===== config.mk =====
export PLATFORM = sky130hd
export DESIGN_NAME = otp_part_buf_top
export DESIGN_NICKNAME = d
export VERILOG_FILES = /design/src/otp_part_geom_pkg.sv /design/src/otp_part_status_pkg.sv /design/src/otp_part_if.sv /design/src/otp_part_reader.sv /design/src/otp_part_fsm.sv /design/src/otp_part_buffer.sv /design/src/otp_part_buf_top.sv
export SDC_FILE = /design/constraint.sdc
export NUM_CORES = 1
export LEC_CHECK = 0
export ABC_AREA = 0
export ABC_CLOCK_PERIOD_IN_PS = 18300
export BUFFER_PORTS_ARGS = -buffer_cell sky130_fd_sc_hd__buf_2
export CAP_MARGIN = 20
export CORE_ASPECT_RATIO = 1.1
export CORE_UTILIZATION = 50
export CTS_CLUSTER_SIZE = 20
export DETAILED_ROUTE_END_ITERATION = 6
export PLACE_DENSITY = 0.74
export SYNTH_ARGS = -nofsm -noshare
export SYNTH_HDL_FRONTEND = slang
export SYNTH_HIERARCHICAL = 1
export SYNTH_SLANG_ARGS = --single-unit

===== constraint.sdc =====
create_clock -name clk_i -period 18.3 [get_ports clk_i]
set_input_delay 1.83 -clock clk_i [delete_from_list [all_inputs] [get_ports clk_i]]
set_output_delay 1.83 -clock clk_i [all_outputs]
set_load 0.02 [all_outputs]

===== src/otp_part_geom_pkg.sv =====
//////////////////////////////////////////////////
// OTP partition geometry
// Sizes, offsets and address widths of the buffered
// partition and of the macro's halfword address space
//////////////////////////////////////////////////

`default_nettype none

package otp_part_geom_pkg;

  // One buffered block, as returned by a single macro read
  localparam int unsigned BlockWidth = 64;

  // Whole partition in bytes, digest included
  localparam int unsigned PartSize = 32;

  // Last block of the partition holds the digest
  localparam int unsigned NumBlocks = PartSize / (BlockWidth / 8);
  localparam int unsigned BlkIdxWidth = $clog2(NumBlocks);

  // Byte offset of the partition inside the OTP array
  localparam int unsigned PartOffset = 64;

  // Macro address counts 16-bit halfwords
  localparam int unsigned OtpAddrWidth = 10;
  // Byte address to halfword address
  localparam int unsigned OtpAddrShift = 1;

  // Flat view of the buffer on the data output
  localparam int unsigned DataWidth = PartSize * 8;

endpackage

`default_nettype wire


===== src/otp_part_status_pkg.sv =====
//////////////////////////////////////////////////
// OTP partition status types
// Error codes seen on the macro and on the partition
// output, and the partition controller states
//////////////////////////////////////////////////

`default_nettype none

package otp_part_status_pkg;

  // Codes 4 and 5 are not used by this partition
  typedef enum logic [2:0] {
    NoError             = 3'h0,
    MacroError          = 3'h1,
    MacroEccCorrError   = 3'h2,
    MacroEccUncorrError = 3'h3,
    CheckFailError      = 3'h6,
    FsmStateError       = 3'h7
  } otp_err_e;

  // Plain binary encoding, the three spare codes count as invalid
  typedef enum logic [2:0] {
    ResetSt = 3'h0,
    InitSt  = 3'h1,
    IdleSt  = 3'h2,
    CnstySt = 3'h3,
    ErrorSt = 3'h4
  } part_state_e;

endpackage

`default_nettype wire


===== src/otp_part_if.sv =====
//////////////////////////////////////////////////
// OTP partition internal channels
// Block read channel between controller and reader,
// buffer write channel between controller and buffer
//////////////////////////////////////////////////

`timescale 1ns/1ps
`default_nettype none

// Block read channel
// Request and index stay up until the one-cycle done
interface part_rd_if;
  import otp_part_geom_pkg::*;
  import otp_part_status_pkg::*;

  logic                   rd_req;
  logic [BlkIdxWidth-1:0] rd_blk;
  logic                   rd_done;
  logic [BlockWidth-1:0]  rd_data;
  otp_err_e               rd_err;

  modport fsm (output rd_req, rd_blk, input rd_done, rd_data, rd_err);
  modport reader (input rd_req, rd_blk, output rd_done, rd_data, rd_err);
endinterface

// Buffer write channel
// wr_blk also selects the block returned for compare
interface buf_wr_if;
  import otp_part_geom_pkg::*;

  logic                   wr_en;
  logic [BlkIdxWidth-1:0] wr_blk;
  logic [BlockWidth-1:0]  wr_data;
  logic                   unlock;
  logic [BlockWidth-1:0]  rd_blk_data;
  logic                   par_err;

  modport fsm (output wr_en, wr_blk, wr_data, unlock, input rd_blk_data, par_err);
  modport buffer (input wr_en, wr_blk, wr_data, unlock, output rd_blk_data, par_err);
endinterface

`default_nettype wire


===== src/otp_part_reader.sv =====
//////////////////////////////////////////////////
// OTP partition block reader
// Turns one block request into a macro read, forms
// the halfword address and sorts the response code
//////////////////////////////////////////////////

`timescale 1ns/1ps
`default_nettype none

module otp_part_reader (
  input  wire                                        clk_i,
  input  wire                                        rst_ni,
  part_rd_if.reader                                  rd,
  output logic                                       otp_req_o,
  output logic [otp_part_geom_pkg::OtpAddrWidth-1:0] otp_addr_o,
  input  wire                                        otp_gnt_i,
  input  wire                                        otp_rvalid_i,
  input  wire  [otp_part_geom_pkg::BlockWidth-1:0]   otp_rdata_i,
  input  otp_part_status_pkg::otp_err_e              otp_err_i
);
  import otp_part_geom_pkg::*;
  import otp_part_status_pkg::*;

  logic                                 req_q;
  logic                                 wait_q;
  logic                                 done_q;
  logic                                 resp_fire;
  otp_err_e                             resp_err;
  otp_err_e                             err_q;
  logic [BlockWidth-1:0]                data_q;
  logic [OtpAddrWidth+OtpAddrShift-1:0] byte_addr;

  // Block base is the partition offset plus 8 bytes per index
  assign byte_addr = PartOffset[OtpAddrWidth+OtpAddrShift-1:0] +
                     {{(OtpAddrWidth + OtpAddrShift - BlkIdxWidth - $clog2(BlockWidth / 8)){1'b0}},
                      rd.rd_blk, {$clog2(BlockWidth / 8){1'b0}}};
  // Macro works on halfwords
  assign otp_addr_o = byte_addr[OtpAddrWidth+OtpAddrShift-1:OtpAddrShift];

  // Response may also arrive together with the grant
  assign resp_fire = otp_rvalid_i && (wait_q || (req_q && otp_gnt_i));

  // Codes the macro has no business sending count as macro errors
  always_comb begin
    case (otp_err_i)
      NoError:             resp_err = NoError;
      MacroEccCorrError:   resp_err = MacroEccCorrError;
      MacroEccUncorrError: resp_err = MacroEccUncorrError;
      default:             resp_err = MacroError;
    endcase
  end

  //////////////////////////////////////////////////
  // Request and response tracking
  //////////////////////////////////////////////////

  always_ff @(posedge clk_i or negedge rst_ni) begin
    if (!rst_ni) begin
      req_q  <= 1'b0;
      wait_q <= 1'b0;
      done_q <= 1'b0;
      err_q  <= NoError;
    end else begin
      done_q <= 1'b0;
      // Ignore the request still held during the done cycle
      if (!req_q && !wait_q && !done_q && rd.rd_req) begin
        req_q <= 1'b1;
      end
      if (req_q && otp_gnt_i) begin
        req_q  <= 1'b0;
        wait_q <= !otp_rvalid_i;
      end
      if (resp_fire) begin
        wait_q <= 1'b0;
        done_q <= 1'b1;
        err_q  <= resp_err;
      end
    end
  end

  // Read data register
  always_ff @(posedge clk_i) begin
    if (resp_fire) begin
      data_q <= otp_rdata_i;
    end
  end

  assign otp_req_o  = req_q;
  assign rd.rd_done = done_q;
  assign rd.rd_data = data_q;
  assign rd.rd_err  = err_q;

endmodule

`default_nettype wire


===== src/otp_part_fsm.sv =====
//////////////////////////////////////////////////
// OTP partition controller
// Sequences the init readout and the consistency
// check, latches error codes and owns the terminal
// error state
//////////////////////////////////////////////////

`timescale 1ns/1ps
`default_nettype none

module otp_part_fsm (
  input  wire                           clk_i,
  input  wire                           rst_ni,
  input  wire                           init_req_i,
  input  wire                           cnsty_chk_req_i,
  input  wire                           escalate_en_i,
  output logic                          init_done_o,
  output logic                          cnsty_chk_ack_o,
  output logic                          fsm_err_o,
  output otp_part_status_pkg::otp_err_e error_o,
  output logic                          in_error_o,
  part_rd_if.fsm                        rd,
  buf_wr_if.fsm                         wr
);
  import otp_part_geom_pkg::*;
  import otp_part_status_pkg::*;

  part_state_e            state_d, state_q;
  otp_err_e               error_d, error_q;
  logic [BlkIdxWidth-1:0] cnt_d, cnt_q;
  logic                   rd_req_d, rd_req_q;
  logic                   init_done_d, init_done_q;
  logic                   fsm_err_d, fsm_err_q;
  logic                   last_blk;
  logic                   rd_ok;
  logic                   invalid_st;

  assign last_blk = (cnt_q == BlkIdxWidth'(NumBlocks - 1));
  // Correctable ECC errors still deliver usable data
  assign rd_ok    = (rd.rd_err == NoError) || (rd.rd_err == MacroEccCorrError);

  // Block counter addresses both the read and the buffer
  assign rd.rd_req  = rd_req_q;
  assign rd.rd_blk  = cnt_q;
  assign wr.wr_blk  = cnt_q;
  assign wr.wr_data = rd.rd_data;

  //////////////////////////////////////////////////
  // Next state
  //////////////////////////////////////////////////

  always_comb begin
    state_d         = state_q;
    error_d         = error_q;
    cnt_d           = cnt_q;
    rd_req_d        = rd_req_q;
    init_done_d     = init_done_q;
    wr.wr_en        = 1'b0;
    wr.unlock       = 1'b0;
    cnsty_chk_ack_o = 1'b0;
    invalid_st      = 1'b0;

    case (state_q)
      // Wait for the one init request
      ResetSt: begin
        if (init_req_i) begin
          state_d  = InitSt;
          cnt_d    = '0;
          rd_req_d = 1'b1;
        end
      end
      // Read blocks in order into the buffer
      InitSt: begin
        if (rd.rd_done) begin
          rd_req_d = 1'b0;
          if (rd_ok) begin
            wr.wr_en = 1'b1;
            if (rd.rd_err == MacroEccCorrError) begin
              error_d = MacroEccCorrError;
            end
            if (last_blk) begin
              state_d     = IdleSt;
              wr.unlock   = 1'b1;
              init_done_d = 1'b1;
            end else begin
              cnt_d = cnt_q + BlkIdxWidth'(1);
            end
          end else begin
            state_d = ErrorSt;
            error_d = rd.rd_err;
          end
        end else if (!rd_req_q) begin
          // Request gap after a done is over, next block
          rd_req_d = 1'b1;
        end
      end
      IdleSt: begin
        if (cnsty_chk_req_i) begin
          state_d  = CnstySt;
          cnt_d    = '0;
          rd_req_d = 1'b1;
        end
      end
      // Read back and compare against the buffered copy
      CnstySt: begin
        if (rd.rd_done) begin
          rd_req_d = 1'b0;
          if (!rd_ok) begin
            state_d         = ErrorSt;
            error_d         = rd.rd_err;
            cnsty_chk_ack_o = 1'b1;
          end else if (rd.rd_data != wr.rd_blk_data) begin
            state_d         = ErrorSt;
            error_d         = CheckFailError;
            cnsty_chk_ack_o = 1'b1;
          end else begin
            if (rd.rd_err == MacroEccCorrError) begin
              error_d = MacroEccCorrError;
            end
            if (last_blk) begin
              state_d         = IdleSt;
              cnsty_chk_ack_o = 1'b1;
            end else begin
              cnt_d = cnt_q + BlkIdxWidth'(1);
            end
          end
        end else if (!rd_req_q) begin
          rd_req_d = 1'b1;
        end
      end
      // Terminal, checks can no longer run so acks come at once
      ErrorSt: begin
        cnsty_chk_ack_o = cnsty_chk_req_i;
        if (error_q == NoError) begin
          error_d = FsmStateError;
        end
      end
      default: begin
        invalid_st = 1'b1;
      end
    endcase

    // Buffer parity, escalation and glitched states end here
    if (wr.par_err || escalate_en_i || invalid_st) begin
      state_d = ErrorSt;
      if (error_d == NoError) begin
        error_d = FsmStateError;
      end
    end
    if (state_d == ErrorSt) begin
      rd_req_d    = 1'b0;
      init_done_d = 1'b0;
    end
    fsm_err_d = (escalate_en_i || invalid_st) && (state_q != ErrorSt);
  end

  //////////////////////////////////////////////////
  // State registers
  //////////////////////////////////////////////////

  always_ff @(posedge clk_i or negedge rst_ni) begin
    if (!rst_ni) begin
      state_q     <= ResetSt;
      error_q     <= NoError;
      cnt_q       <= '0;
      rd_req_q    <= 1'b0;
      init_done_q <= 1'b0;
      fsm_err_q   <= 1'b0;
    end else begin
      state_q     <= state_d;
      error_q     <= error_d;
      cnt_q       <= cnt_d;
      rd_req_q    <= rd_req_d;
      init_done_q <= init_done_d;
      fsm_err_q   <= fsm_err_d;
    end
  end

  assign error_o     = error_q;
  assign init_done_o = init_done_q;
  assign fsm_err_o   = fsm_err_q;
  assign in_error_o  = (state_q == ErrorSt);

endmodule

`default_nettype wire


===== src/otp_part_buffer.sv =====
//////////////////////////////////////////////////
// OTP partition buffer
// Parity-protected block registers, gated data
// output and software access locks
//////////////////////////////////////////////////

`timescale 1ns/1ps
`default_nettype none

module otp_part_buffer (
  input  wire                                     clk_i,
  input  wire                                     rst_ni,
  buf_wr_if.buffer                                wr,
  input  wire                                     in_error_i,
  input  wire                                     write_lock_i,
  input  wire                                     read_lock_i,
  output logic                                    write_lock_o,
  output logic                                    read_lock_o,
  output logic [otp_part_geom_pkg::DataWidth-1:0] data_o,
  output logic [otp_part_geom_pkg::BlockWidth-1:0] digest_o
);
  import otp_part_geom_pkg::*;

  logic [BlockWidth-1:0] blk_q [NumBlocks];
  logic [NumBlocks-1:0]  par_q;
  logic [NumBlocks-1:0]  filled_q;
  logic [NumBlocks-1:0]  par_bad;
  logic [DataWidth-1:0]  data_flat;
  logic                  unlocked_q;
  logic                  write_lock_q;
  logic                  read_lock_q;

  // Block storage, even parity bit per block
  always_ff @(posedge clk_i) begin
    if (wr.wr_en) begin
      blk_q[wr.wr_blk] <= wr.wr_data;
      par_q[wr.wr_blk] <= ^wr.wr_data;
    end
  end

  // Only blocks written since reset take part in the check
  always_ff @(posedge clk_i or negedge rst_ni) begin
    if (!rst_ni) begin
      filled_q <= '0;
    end else if (wr.wr_en) begin
      filled_q[wr.wr_blk] <= 1'b1;
    end
  end

  // Parity check and flat output view, block 0 in the low bits
  always_comb begin
    for (int i = 0; i < NumBlocks; i++) begin
      par_bad[i] = filled_q[i] && (^{blk_q[i], par_q[i]});
      data_flat[i*BlockWidth +: BlockWidth] = blk_q[i];
    end
  end

  assign wr.par_err     = |par_bad;
  assign wr.rd_blk_data = blk_q[wr.wr_blk];

  //////////////////////////////////////////////////
  // Output gating and locks
  //////////////////////////////////////////////////

  // Error wins over unlock, and the error state never ends
  always_ff @(posedge clk_i or negedge rst_ni) begin
    if (!rst_ni) begin
      unlocked_q   <= 1'b0;
      write_lock_q <= 1'b1;
      read_lock_q  <= 1'b1;
    end else begin
      if (in_error_i) begin
        unlocked_q <= 1'b0;
      end else if (wr.unlock) begin
        unlocked_q <= 1'b1;
      end
      // A programmed digest freezes the partition for writes
      write_lock_q <= write_lock_i || !unlocked_q || (blk_q[NumBlocks-1] != '0);
      read_lock_q  <= read_lock_i || !unlocked_q;
    end
  end

  assign data_o       = unlocked_q ? data_flat : '0;
  // Digest is not gated
  assign digest_o     = blk_q[NumBlocks-1];
  assign write_lock_o = write_lock_q;
  assign read_lock_o  = read_lock_q;

endmodule

`default_nettype wire


===== src/otp_part_buf_top.sv =====
//////////////////////////////////////////////////
// Buffered OTP partition
// Reader, controller and buffer joined over the two
// internal channels
//////////////////////////////////////////////////

`timescale 1ns/1ps
`default_nettype none

module otp_part_buf_top (
  input  wire                                        clk_i,
  input  wire                                        rst_ni,
  // Init and check handshakes
  input  wire                                        init_req_i,
  output logic                                       init_done_o,
  input  wire                                        cnsty_chk_req_i,
  output logic                                       cnsty_chk_ack_o,
  input  wire                                        escalate_en_i,
  output otp_part_status_pkg::otp_err_e              error_o,
  output logic                                       fsm_err_o,
  // Software access locks
  input  wire                                        write_lock_i,
  input  wire                                        read_lock_i,
  output logic                                       write_lock_o,
  output logic                                       read_lock_o,
  // Buffered contents
  output logic [otp_part_geom_pkg::DataWidth-1:0]    data_o,
  output logic [otp_part_geom_pkg::BlockWidth-1:0]   digest_o,
  // OTP macro
  output logic                                       otp_req_o,
  output logic [otp_part_geom_pkg::OtpAddrWidth-1:0] otp_addr_o,
  input  wire                                        otp_gnt_i,
  input  wire                                        otp_rvalid_i,
  input  wire  [otp_part_geom_pkg::BlockWidth-1:0]   otp_rdata_i,
  input  otp_part_status_pkg::otp_err_e              otp_err_i
);

  logic in_error;

  part_rd_if u_rd_if ();
  buf_wr_if  u_wr_if ();

  otp_part_reader u_reader (
    .clk_i        (clk_i),
    .rst_ni       (rst_ni),
    .rd           (u_rd_if),
    .otp_req_o    (otp_req_o),
    .otp_addr_o   (otp_addr_o),
    .otp_gnt_i    (otp_gnt_i),
    .otp_rvalid_i (otp_rvalid_i),
    .otp_rdata_i  (otp_rdata_i),
    .otp_err_i    (otp_err_i)
  );

  otp_part_fsm u_fsm (
    .clk_i           (clk_i),
    .rst_ni          (rst_ni),
    .init_req_i      (init_req_i),
    .cnsty_chk_req_i (cnsty_chk_req_i),
    .escalate_en_i   (escalate_en_i),
    .init_done_o     (init_done_o),
    .cnsty_chk_ack_o (cnsty_chk_ack_o),
    .fsm_err_o       (fsm_err_o),
    .error_o         (error_o),
    .in_error_o      (in_error),
    .rd              (u_rd_if),
    .wr              (u_wr_if)
  );

  otp_part_buffer u_buffer (
    .clk_i        (clk_i),
    .rst_ni       (rst_ni),
    .wr           (u_wr_if),
    .in_error_i   (in_error),
    .write_lock_i (write_lock_i),
    .read_lock_i  (read_lock_i),
    .write_lock_o (write_lock_o),
    .read_lock_o  (read_lock_o),
    .data_o       (data_o),
    .digest_o     (digest_o)
  );

endmodule

`default_nettype wire


-- Word level (Yosys, flattened, before mapping)
Memories as Yosys holds them, arrays and structs flattened.
Cells that the tools add are included.
- bits in registers: 92
- memory bits (writable): 256
- input port bits: 76
- output and inout bits: 339
- logic and storage cells: 157
- memories kept: 1
- memory list (memory ; depth ; bits a word ; read ports ; clocked after Yosys merged registers in ; write ports ; line ; source):
    u_buffer.blk_q ; 4 ; 64 ; 5 ; 0 ; 1 ; otp_part_buffer.sv:24 ; logic [BlockWidth-1:0] blk_q [NumBlocks];
- add/subtract/negate cells: 2
- order comparisons: 2
- equality and inequality tests: 20
- multiplexer cells: 65
- bitwise logic cells: 1
- reductions and logical operators: 50
- operators with widths (cell ; number):
    $reduce_xor A65 Y1 ; 4
    $mux W256 ; 1
    $ne A64 B64 Y1 ; 1
    $reduce_bool A64 Y1 ; 1
    $reduce_xor A64 Y1 ; 1
    $mux W3 ; 18
    $mux W1 ; 30
    $mux W2 ; 8
    $eq A3 B2 Y1 const B ; 5
    $logic_not A3 Y1 ; 5
    $reduce_bool A2 Y1 ; 7
    $pmux W3 S4 ; 1
    $logic_and A1 B1 Y1 ; 11
    $ne A2 B2 Y1 const B ; 5
    $pmux W3 S3 ; 1
    $add A7 B5 Y8 const A ; 1
    $logic_or A1 B1 Y1 ; 8
    $pmux W2 S4 ; 1
    $reduce_and A8 Y1 ; 1
    $reduce_bool A4 Y1 ; 2
    $eq A3 B3 Y1 const B ; 2
    $ne A3 B2 Y1 const B ; 2
    $pmux W2 S3 ; 1
    $logic_not A1 Y1 ; 5
    17 further kinds ; 18

-- Logic depth before layout (Yosys ltp)
Gate-level depths: netlist of the first run.
- depth after elaboration: 10
- mapped depth: 13
- depth with buffers taken out: 13

-- Hierarchy
Netlist of the first run, hierarchy kept.
- by module, submodules not included (module ; instances ; cells each ; area an instance (um2) ; sequential area each (um2)):
    otp_part_buffer ; 1 ; 986 ; 14256.2 ; 7985.2
    otp_part_reader ; 1 ; 95 ; 2208.4 ; 2047.0
    otp_part_fsm ; 1 ; 239 ; 1911.8 ; 275.3

-- Least setup slack after synthesis of the first run
No wires, ideal clock.
- path type: register to register
- start point: register u_reader.err_q[0] (netlist: u_reader/rd.rd_err[0])
- end point: register u_buffer.filled_q[0]
- setup time: 0.094 ns
- arrival time: 6.393 ns
- data required time: 18.206 ns
- setup slack: 11.812 ns
- cell stages (with the launch flop): 6
- path through: dfrtp_1 -> nor2_1 -> nand2_1 -> nor3_1 -> nor3b_1 -> or2_2
- word-level cells in the longest chain between the ends: 5
- RTL lines (item ; line ; source):
    start, declared ; otp_part_reader.sv:29 ; otp_err_e err_q;
    start signal, assigned ; otp_part_reader.sv:62 ; err_q <= NoError;
    start signal, assigned ; otp_part_reader.sv:76 ; err_q <= resp_err;
    $eq A3 B2 Y1 / $logic_not A3 Y1 (equally long branches) ; otp_part_fsm.sv:40 ; assign rd_ok = (rd.rd_err == NoError) || (rd.rd_err == MacroEccCorrError);
    $logic_or A1 B1 Y1 (*) ; otp_part_fsm.sv:40 ;
    $mux W1 (*) ; otp_part_fsm.sv:76 ; if (rd_ok) begin
    $mux W1 (*) ; otp_part_fsm.sv:74 ; if (rd.rd_done) begin
    $mux W1 (*) ; otp_part_fsm.sv:63 ; case (state_q)
    named net u_wr_if.wr_en ; otp_part_if.sv:31 ; logic wr_en;
    end signal, assigned ; otp_part_buffer.sv:44 ; filled_q <= '0;
    end signal, assigned by index ; otp_part_buffer.sv:46 ; filled_q[wr.wr_blk] <= 1'b1;
    end, declared ; otp_part_buffer.sv:26 ; logic [NumBlocks-1:0] filled_q;
The timed path passes the listed nets; every way through them passes the cells marked *.
A chain may end at the register's enable or synchronous reset.

-- Worst setup path after layout of the first run
- start point: register u_fsm.cnt_q[0] (netlist: u_fsm/rd.rd_blk[0])
- end point: output cnsty_chk_ack_o
- word-level cells in the longest chain between the ends: 6
- RTL lines (item ; line ; source):
    start, declared ; otp_part_fsm.sv:30 ; logic [BlkIdxWidth-1:0] cnt_d, cnt_q;
    start signal, assigned ; otp_part_fsm.sv:172 ; cnt_q <= cnt_d;
    $mem_v2 Z4 W64 ; -- ;
    named net u_wr_if.rd_blk_data[27] ; otp_part_if.sv:35 ; logic [BlockWidth-1:0] rd_blk_data;
    $ne A64 B64 Y1 ; otp_part_fsm.sv:112 ; end else if (rd.rd_data != wr.rd_blk_data) begin
    $mux W1 ; otp_part_fsm.sv:112 ;
    $mux W1 ; otp_part_fsm.sv:108 ; if (!rd_ok) begin
    $mux W1 ; otp_part_fsm.sv:106 ; if (rd.rd_done) begin
    $pmux W1 S2 ; otp_part_fsm.sv:63 ;
    end, declared ; otp_part_buf_top.sv:17 ; output logic cnsty_chk_ack_o,
The timed path passes the listed nets, and every way through them passes these cells.

==> results.sh, run 1 <==
export IMPL_worst_path_largest_cell_delay_ns=0.76
export IMPL_cts_max_path_buffers=3
export IMPL_top_usage_layer="met2"
export IMPL_critical_path_startpoint_type="flip-flop"
export IMPL_totalNegativeSetupSlack_ns=0
export IMPL_cts_setup_buffers=0
export IMPL_post_route_drc_count=0
export IMPL_cts_root_buf="sky130_fd_sc_hd__clkbuf_16"
export IMPL_synth_flop_cell="sky130_fd_sc_hd__edfxtp_1"
export IMPL_critical_path_peak_fanout=49
export IMPL_worst_path_dominant_cell_family="simple AND/OR/NAND/NOR gates"
export IMPL_power_net_switching_w=0.0003293
export IMPL_post_cts_resize_count=0
export IMPL_critical_path_arrival_ns=4.89
export IMPL_syn_mean_instance_area_sq_um=13.92
export IMPL_yosysUniqueCellTypes=51
export IMPL_global_route_usage_met2_pct=49.36
export IMPL_floorplan_core_area_sq_mm=0.03617
export IMPL_drv_cap=0
export IMPL_grt_util_met3_pct=5.848
export IMPL_timing_setup_critical_path_class="flip-flop to output pin"
export IMPL_rr_endpoint="u_fsm/rd.rd_blk[0]"
export IMPL_cell_internal_pwr_w=0.001287
export IMPL_syn_cell_area_sq_mm=0.01838
export IMPL_crit_reg2reg_launch="u_fsm/rd.rd_blk[0]"
export IMPL_post_route_cells_drive_above_1_share_pct=32.80
export IMPL_synth_cells=1320
export IMPL_power_clock_fraction_pct=43.4
export IMPL_antenna_left=0
export IMPL_die_x_microns=184.8
export IMPL_grt_ovfl_total=0
export IMPL_io_pins=415
export IMPL_critical_path_cell_chain="buf_4 -> mux4_2 -> xnor2_1 -> nand4_1 -> nor4_1 -> nand4_1 -> or3_1 -> o211ai_1 -> nand2_1 -> buf_2"
export IMPL_number_of_flops_mapped_to_enable_cells_by_yosys=324
export IMPL_worst_slew_pin_slew_ns=1.039
export IMPL_route_detailed_vias_per_inst=5.650
export IMPL_max_freq_ghz=0.1488
export IMPL_share_comb_of_total_power_pct=3.2
export IMPL_diodes=0
export IMPL_num_rows=73
export IMPL_syn2layout_area_growth_pct=17.06
export IMPL_gp_routability_congestion=0.9356
export IMPL_tritoncts_clock_tree="yes"
export IMPL_power_per_cell_area_mw_per_mm2=75.12
export IMPL_synth_seq_cells=347
export IMPL_drt_iter0_markers=1172
export IMPL_drt_first_pass_iters=6
export IMPL_hold_start="u_buffer/filled_q[1]"
export IMPL_grt_pass1_vias=11628
export IMPL_count_of_endpoints_failing_setup_in_the_final_report=0
export IMPL_period_share_pct=36.72
export IMPL_postSynth_asyncResetShare_pct=6.628
export IMPL_detailed_place_hpwl_microns=42740
export IMPL_dp_cell_count=2106
export IMPL_die_height_microns=203.1
export IMPL_count_of_endpoints_failing_hold_in_the_final_timing_report=0
export IMPL_worst_r2r_cell_count=9
export IMPL_final_setup_skew_ns=0.01947
export IMPL_share_of_the_synthesized_area_in_the_top_cell_type_pct=52.94
export IMPL_tritoncts_num_buffers=35
export IMPL_largest_net_degree_at_the_start_of_global_routing=169
export IMPL_vias=12243
export IMPL_synth_area_leaders="sky130_fd_sc_hd__edfxtp_1 53%, sky130_fd_sc_hd__xnor2_1 16%, sky130_fd_sc_hd__and2_1 8.7%"
export IMPL_cp_common_cell="sky130_fd_sc_hd__nand4_1"
export IMPL_netSwitchingFraction_pct=20.38
export IMPL_synth_yosys_seq_area_share_pct=56.09
export IMPL_ys_warns=6
export IMPL_finalWirelength_microns=56890
export IMPL_worst_hold_end="u_buffer/filled_q[1]"
export IMPL_cts_clk_slew_worst_paths_ns=0.06
export IMPL_power_sequential_fraction_pct=53.3
export IMPL_hold_class="flip-flop to flip-flop"
export IMPL_portBuffers=406
export IMPL_timing_max_slew_rel_slack_pct=30.74
export IMPL_post_cts_hold_buffer_count=0
export IMPL_antenna_found_initial=2
export IMPL_grt_total_usage_pct=30.03
export IMPL_power_leakage_nw=8.142
export IMPL_cp_data_required_time_ns=16.47
export IMPL_floorplan_initialDensity_pct=50.81
export IMPL_cts_num_sinks=347
export IMPL_fin_crit_ns=6.720
export IMPL_endpoint_kind="output pin"
export IMPL_maximum_level_of_the_cts_h_tree=2
export IMPL_outcome="finished clean"
export IMPL_timing_reg2reg_setup_slack_ns=13.76
export IMPL_insertion_delay_ns=0.52
export IMPL_fin_nets=1734
export IMPL_wire_length_of_the_first_global_routing_pass_microns=80250
export IMPL_hold_path_depth=1
export IMPL_dr_wl_cell_microns=26.25
export IMPL_die_area_sq_mm=0.03752
export IMPL_number_of_buffers_and_inverters_on_the_critical_path=2
export IMPL_slew_violations=0
export IMPL_grt_util_met1_pct=39.45
export IMPL_grt_setup_unrepaired="no"
export IMPL_synth_area_leader_cell="sky130_fd_sc_hd__edfxtp_1"
export IMPL_finalNonFillerCells=2167
export IMPL_cp_max_delay_cell="sky130_fd_sc_hd__buf_4"
export IMPL_peakVddDrop_v=0.00004858
==> state kept, by name, summed over array words and instances (netlist names) <==
| signal | cells |
|---|---|
| u_fsm/rd.rd_req | 1 |
| u_fsm/init_done_o | 1 |
| u_reader/rd.rd_err | 2 |
| u_buffer/filled_q | 4 |
| u_reader/rd.rd_data | 64 |
| u_reader/wait_q | 1 |
| u_reader/rd.rd_done | 1 |
| u_buffer/par_q | 4 |
| u_buffer/read_lock_o | 1 |
| u_buffer/blk_q | 256 |
| u_fsm/state_q | 3 |
| u_buffer/write_lock_o | 1 |
| u_fsm/fsm_err_o | 1 |
| u_reader/otp_req_o | 1 |
| u_fsm/rd.rd_blk | 2 |
| u_fsm/error_o | 3 |
| u_buffer/unlocked_q | 1 |
==> synthesized netlist by cell type (all sizes together) (10+ instances only) <==
master  count
xnor2     344
and2      256
dfrtp      21
xor2       35
mux4       64
nor4       22
nor2       20
inv        10
edfxtp    324
nand4      22
buf        86
nand2      15
clkbuf     36
==> metrics by stage <==
stage               setup WS (ns)  instance area (sq um)  util [%]  hold slack, ns  power (W)
floorplan                   11.81                  18400         -          0.4396  0.0009116
global placement            12.19                  20380     56.34          0.4531  0.0009292
detailed placement          12.17                  20380     56.34          0.4552  0.0009297
CTS                         11.61                  21490     59.42          0.4701   0.001622
global route                11.34                  21510     59.47          0.4965   0.001654
finish                      11.58                  21510     59.47          0.4699   0.001616
==> kinds of logic after synthesis <==
group,Yosys count,share of synthesized area [%]
adder cells (fa/ha/maj),1,0.06808
buffers and inverters,132,4.303
XOR/XNOR,381,18.35
multiplexers,65,7.925
AND/OR/NAND/NOR,361,11.93
AO/OA/AOI/OAI,31,1.294
other,2,0.04087
flip-flops,347,56.09
==> cells in the final DEF (no fill, tap or decap), drive strengths merged, types with 9 or more instances in the layout <==
cell,instances
nand4,22
and2,256
conb,9
inv,11
mux4,64
clkbuf,40
buf,415
xor2,35
dfrtp,21
nor2,20
nor4,22
xnor2,344
clkinv,14
edfxtp,324
nand2,15
==> worst max path at each step <==
stage	slack, ns	depth (start not counted)	start	endpoint
after floorplan	11.81	5	u_reader/rd.rd_err[0]	u_buffer/filled_q[0]
after global placement	12.19	10	u_fsm/rd.rd_blk[0]	cnsty_chk_ack_o
after detailed placement	12.17	10	u_fsm/rd.rd_blk[0]	cnsty_chk_ack_o
after CTS	11.61	10	u_fsm/rd.rd_blk[0]	cnsty_chk_ack_o
after global routing	11.34	10	u_fsm/rd.rd_blk[0]	cnsty_chk_ack_o
final	11.58	10	u_fsm/rd.rd_blk[0]	cnsty_chk_ack_o
==> metal layers <==
layer | part of all wire (%) | vias to the layer above
met5 | 0.016 | -
met4 | 4.0 | 2
met3 | 9.3 | 141
met2 | 48 | 760
met1 | 38 | 6101
li1 | - | 5239
==> area by class of cell <==
| cell class | count | area [sq um] |
|---|---|---|
| Clock inverter | 20 | 196.4 |
| Timing Repair Buffer | 415 | 2112 |
| Multi-Input combinational cell | 848 | 7323 |
| Sequential cell | 347 | 10320 |
| Tap cell | 487 | 609.3 |
| Inverter | 10 | 37.54 |
| Fill cell | 2950 | 14660 |
| Clock buffer | 40 | 915.9 |
==> power by group through the flow <==
stage,logic [W],clock network (W),registers [W]
2_1_floorplan,0.0000356,0,0.000876
3_3_place_gp,0.0000507,0,0.000878
3_5_place_dp,0.0000509,0,0.000879
4_1_cts,0.0000515,0.000709,0.000862
5_1_grt,0.0000546,0.000738,0.000862
6_report,0.0000521,0.000702,0.000862
No activity file was read; power rests on OpenSTA's default activity.
==> run 2, diff against run 1 <==
ABC_CLOCK_PERIOD_IN_PS = 5800   (was 18300)
PLACE_DENSITY = 0.77   (was 0.74)
clock period = 5.8 ns   (was 18.3 ns; I/O delays follow)
==> run 2 against run 1 <==
Effect of this change: setup slack lost 11 ns; sequential share of layout area fell by 0.094 points; count of clock-buffer cells in the layout fell by 1; combinational power grew to 2.8 times the previous value; non-clock buffer count unchanged; critical path depth stayed put; highest routed layer is now met4.
==> results.sh, run 2 (same netlist as run 1, synthesis figures left out) <==
export IMPL_gp_routability_congestion=0.9239
export IMPL_worst_path_dominant_cell_family="simple AND/OR/NAND/NOR gates"
export IMPL_critical_path_cell_chain="buf_4 -> mux4_1 -> xnor2_1 -> nand4_1 -> nor4_1 -> nand4_1 -> or3_1 -> o211ai_1 -> nand2_1 -> buf_2"
export IMPL_grt_setup_unrepaired="no"
export IMPL_critical_path_arrival_ns=4.56
export IMPL_final_fill_count=2901
export IMPL_detailed_place_hpwl_microns=42580
export IMPL_drt_first_pass_iters=5
export IMPL_hold_class="input port to asynchronous set/reset pin"
export IMPL_tritoncts_num_buffers=36
export IMPL_timing_final_ws_setup_ns=0.6617
export IMPL_route_detailed_vias_per_inst=5.679
export IMPL_portBuffers=406
export IMPL_final_common_cell="sky130_fd_sc_hd__buf_2"
export IMPL_syn2layout_area_growth_pct=17.31
export IMPL_cp_max_delay_cell="sky130_fd_sc_hd__dfrtp_4"
export IMPL_drt_iter0_markers=1502
export IMPL_worst_r2r_cell_count=9
export IMPL_worst_path_largest_cell_delay_ns=0.96
export IMPL_num_rows=73
export IMPL_max_freq_ghz=0.1946
export IMPL_finalWirelength_microns=56710
export IMPL_count_of_endpoints_failing_setup_in_the_final_report=0
export IMPL_antenna_left=0
export IMPL_grt_ovfl_total=0
export IMPL_insertion_delay_ns=0.52
export IMPL_layout_cells_most_common_list="406 x sky130_fd_sc_hd__buf_2, 343 x sky130_fd_sc_hd__xnor2_1, 324 x sky130_fd_sc_hd__edfxtp_1, 256 x sky130_fd_sc_hd__and2_1, 63 x sky130_fd_sc_hd__mux4_2"
export IMPL_outcome="finished clean"
export IMPL_timing_setup_critical_path_class="flip-flop to output pin"
export IMPL_final_setup_skew_ns=0.01264
export IMPL_fin_nets=1735
export IMPL_post_route_drc_count=0
export IMPL_grt_pass1_vias=11899
export IMPL_totalNegativeSetupSlack_ns=0
export IMPL_die_area_sq_mm=0.03752
export IMPL_cts_max_path_buffers=3
export IMPL_holdWs_ns=0.07710
export IMPL_cts_num_sinks=347
export IMPL_dr_wl_cell_microns=26.12
export IMPL_maximum_level_of_the_cts_h_tree=2
export IMPL_critical_path_startpoint_type="flip-flop"
export IMPL_wire_length_of_the_first_global_routing_pass_microns=80900
export IMPL_timing_max_slew_rel_slack_pct=28.19
export IMPL_count_of_endpoints_failing_hold_in_the_final_timing_report=0
export IMPL_diodes=0
export IMPL_timing_reg2reg_setup_slack_ns=1.63
export IMPL_largest_register_ffs=256
export IMPL_peakVddDrop_v=0.0001607
export IMPL_max_flop_register="u_buffer/blk_q"
export IMPL_floorplan_initialDensity_pct=50.81
export IMPL_power_leakage_nw=8.170
export IMPL_vias=12329
export IMPL_period_share_pct=88.59
export IMPL_power_per_cell_area_mw_per_mm2=240.8
export IMPL_fin_crit_ns=5.138
export IMPL_dpl_worst_slack_ns=1.326
export IMPL_largest_net_degree_at_the_start_of_global_routing=136
export IMPL_slew_violations=0
export IMPL_io_pins=415
export IMPL_rr_endpoint="u_fsm/rd.rd_blk[0]"
export IMPL_cts_root_buf="sky130_fd_sc_hd__clkbuf_16"
export IMPL_cp_common_cell="sky130_fd_sc_hd__nand4_1"
export IMPL_grt_total_usage_pct=30.18
export IMPL_die_x_microns=184.8
export IMPL_tritoncts_clock_tree="yes"
export IMPL_post_cts_hold_buffer_count=0
export IMPL_worst_slew_pin_slew_ns=1.077
export IMPL_die_height_microns=203.1
export IMPL_drv_cap=0
export IMPL_post_route_cells_drive_above_1_share_pct=33.19
export IMPL_post_cts_resize_count=0
export IMPL_crit_reg2reg_launch="u_fsm/rd.rd_blk[0]"
export IMPL_endpoint_kind="output pin"
export IMPL_cp_data_required_time_ns=5.22
export IMPL_critical_path_peak_fanout=44
export IMPL_cts_clk_slew_worst_paths_ns=0.06
export IMPL_number_of_buffers_and_inverters_on_the_critical_path=2
export IMPL_cts_setup_buffers=0
export IMPL_antenna_found_initial=1
export IMPL_floorplan_core_area_sq_mm=0.03617
==> run 2: cell types whose count changed in the layout (fill, tap and decap cells not counted), moves of 2 or more <==
cell	previous run	this run
sky130_fd_sc_hd__clkbuf_1	4	2
sky130_fd_sc_hd__clkinv_1	5	3
sky130_fd_sc_hd__clkinv_2	6	8
sky130_fd_sc_hd__clkinv_4	2	6
==> run 2: routing by layer <==
layer  vias to the layer above  GRT usage (%)  part of all wire (%)
li1                       5233              -                     -
met1                      6191          40.19                    38
met2                       788          50.09                    49
met3                       117          4.789                   9.3
met4                         0          10.63                   3.5
met5                         -              0                     0
==> run 2: how the worst max path moves through the flow <==
stage | startpoint | slack [ns] | to | cells after the start
global route | u_fsm/rd.rd_blk[0] | 0.50 | cnsty_chk_ack_o | 10
detailed placement | u_fsm/rd.rd_blk[0] | 1.33 | cnsty_chk_ack_o | 10
floorplan | u_reader/rd.rd_err[0] | 1.45 | u_buffer/blk_q[2][0] | 5
CTS | u_fsm/rd.rd_blk[0] | 0.78 | cnsty_chk_ack_o | 10
global placement | u_fsm/rd.rd_blk[0] | 1.36 | cnsty_chk_ack_o | 10
finish | u_fsm/rd.rd_blk[0] | 0.66 | cnsty_chk_ack_o | 10
==> run 2: power breakdown <==
group          internal, W  switching [W]  total, W
Combinational    0.0000792      0.0000674  0.000147
Sequential         0.00271      0.0000298   0.00274
Clock              0.00131       0.000994   0.00231
==> run 2: cell type report <==
| cell class | count | area (sq um) | share of cell area [%] |
|---|---|---|---|
| clock buffers | 39 | 933.4 | 4.330 |
| clock inverters | 25 | 234.0 | 1.085 |
| inverters | 10 | 37.54 | 0.1741 |
| multi-input cells | 848 | 7326 | 33.98 |
| flip-flops and latches | 347 | 10320 | 47.86 |
| well taps | 487 | 609.3 | 2.826 |
| repair buffers | 415 | 2100 | 9.739 |
==> run 2: worst reg2reg max path, stage by stage, from the launching register on <==
cell and delay [ns]:
sky130_fd_sc_hd__dfrtp_4 0.96, sky130_fd_sc_hd__buf_4 0.46, sky130_fd_sc_hd__mux4_1 0.64, sky130_fd_sc_hd__xnor2_1 0.20, sky130_fd_sc_hd__nand4_1 0.11, sky130_fd_sc_hd__nor4_1 0.39
sky130_fd_sc_hd__nand4_1 0.38, sky130_fd_sc_hd__a211oi_2 0.38, sky130_fd_sc_hd__mux2_1 0.34, sky130_fd_sc_hd__a22o_1 0.18
==> run 2: per-stage QoR <==
stage	util (%)	power [W]	std cells	cell area [sq um]
finish	59.60	0.005190	2171	21560
global route	59.60	0.005309	2171	21560
CTS	59.60	0.005204	2171	21560
detailed placement	56.38	0.002932	2107	20390
global placement	56.38	0.002931	2107	20390
floorplan	-	0.002876	1327	18410
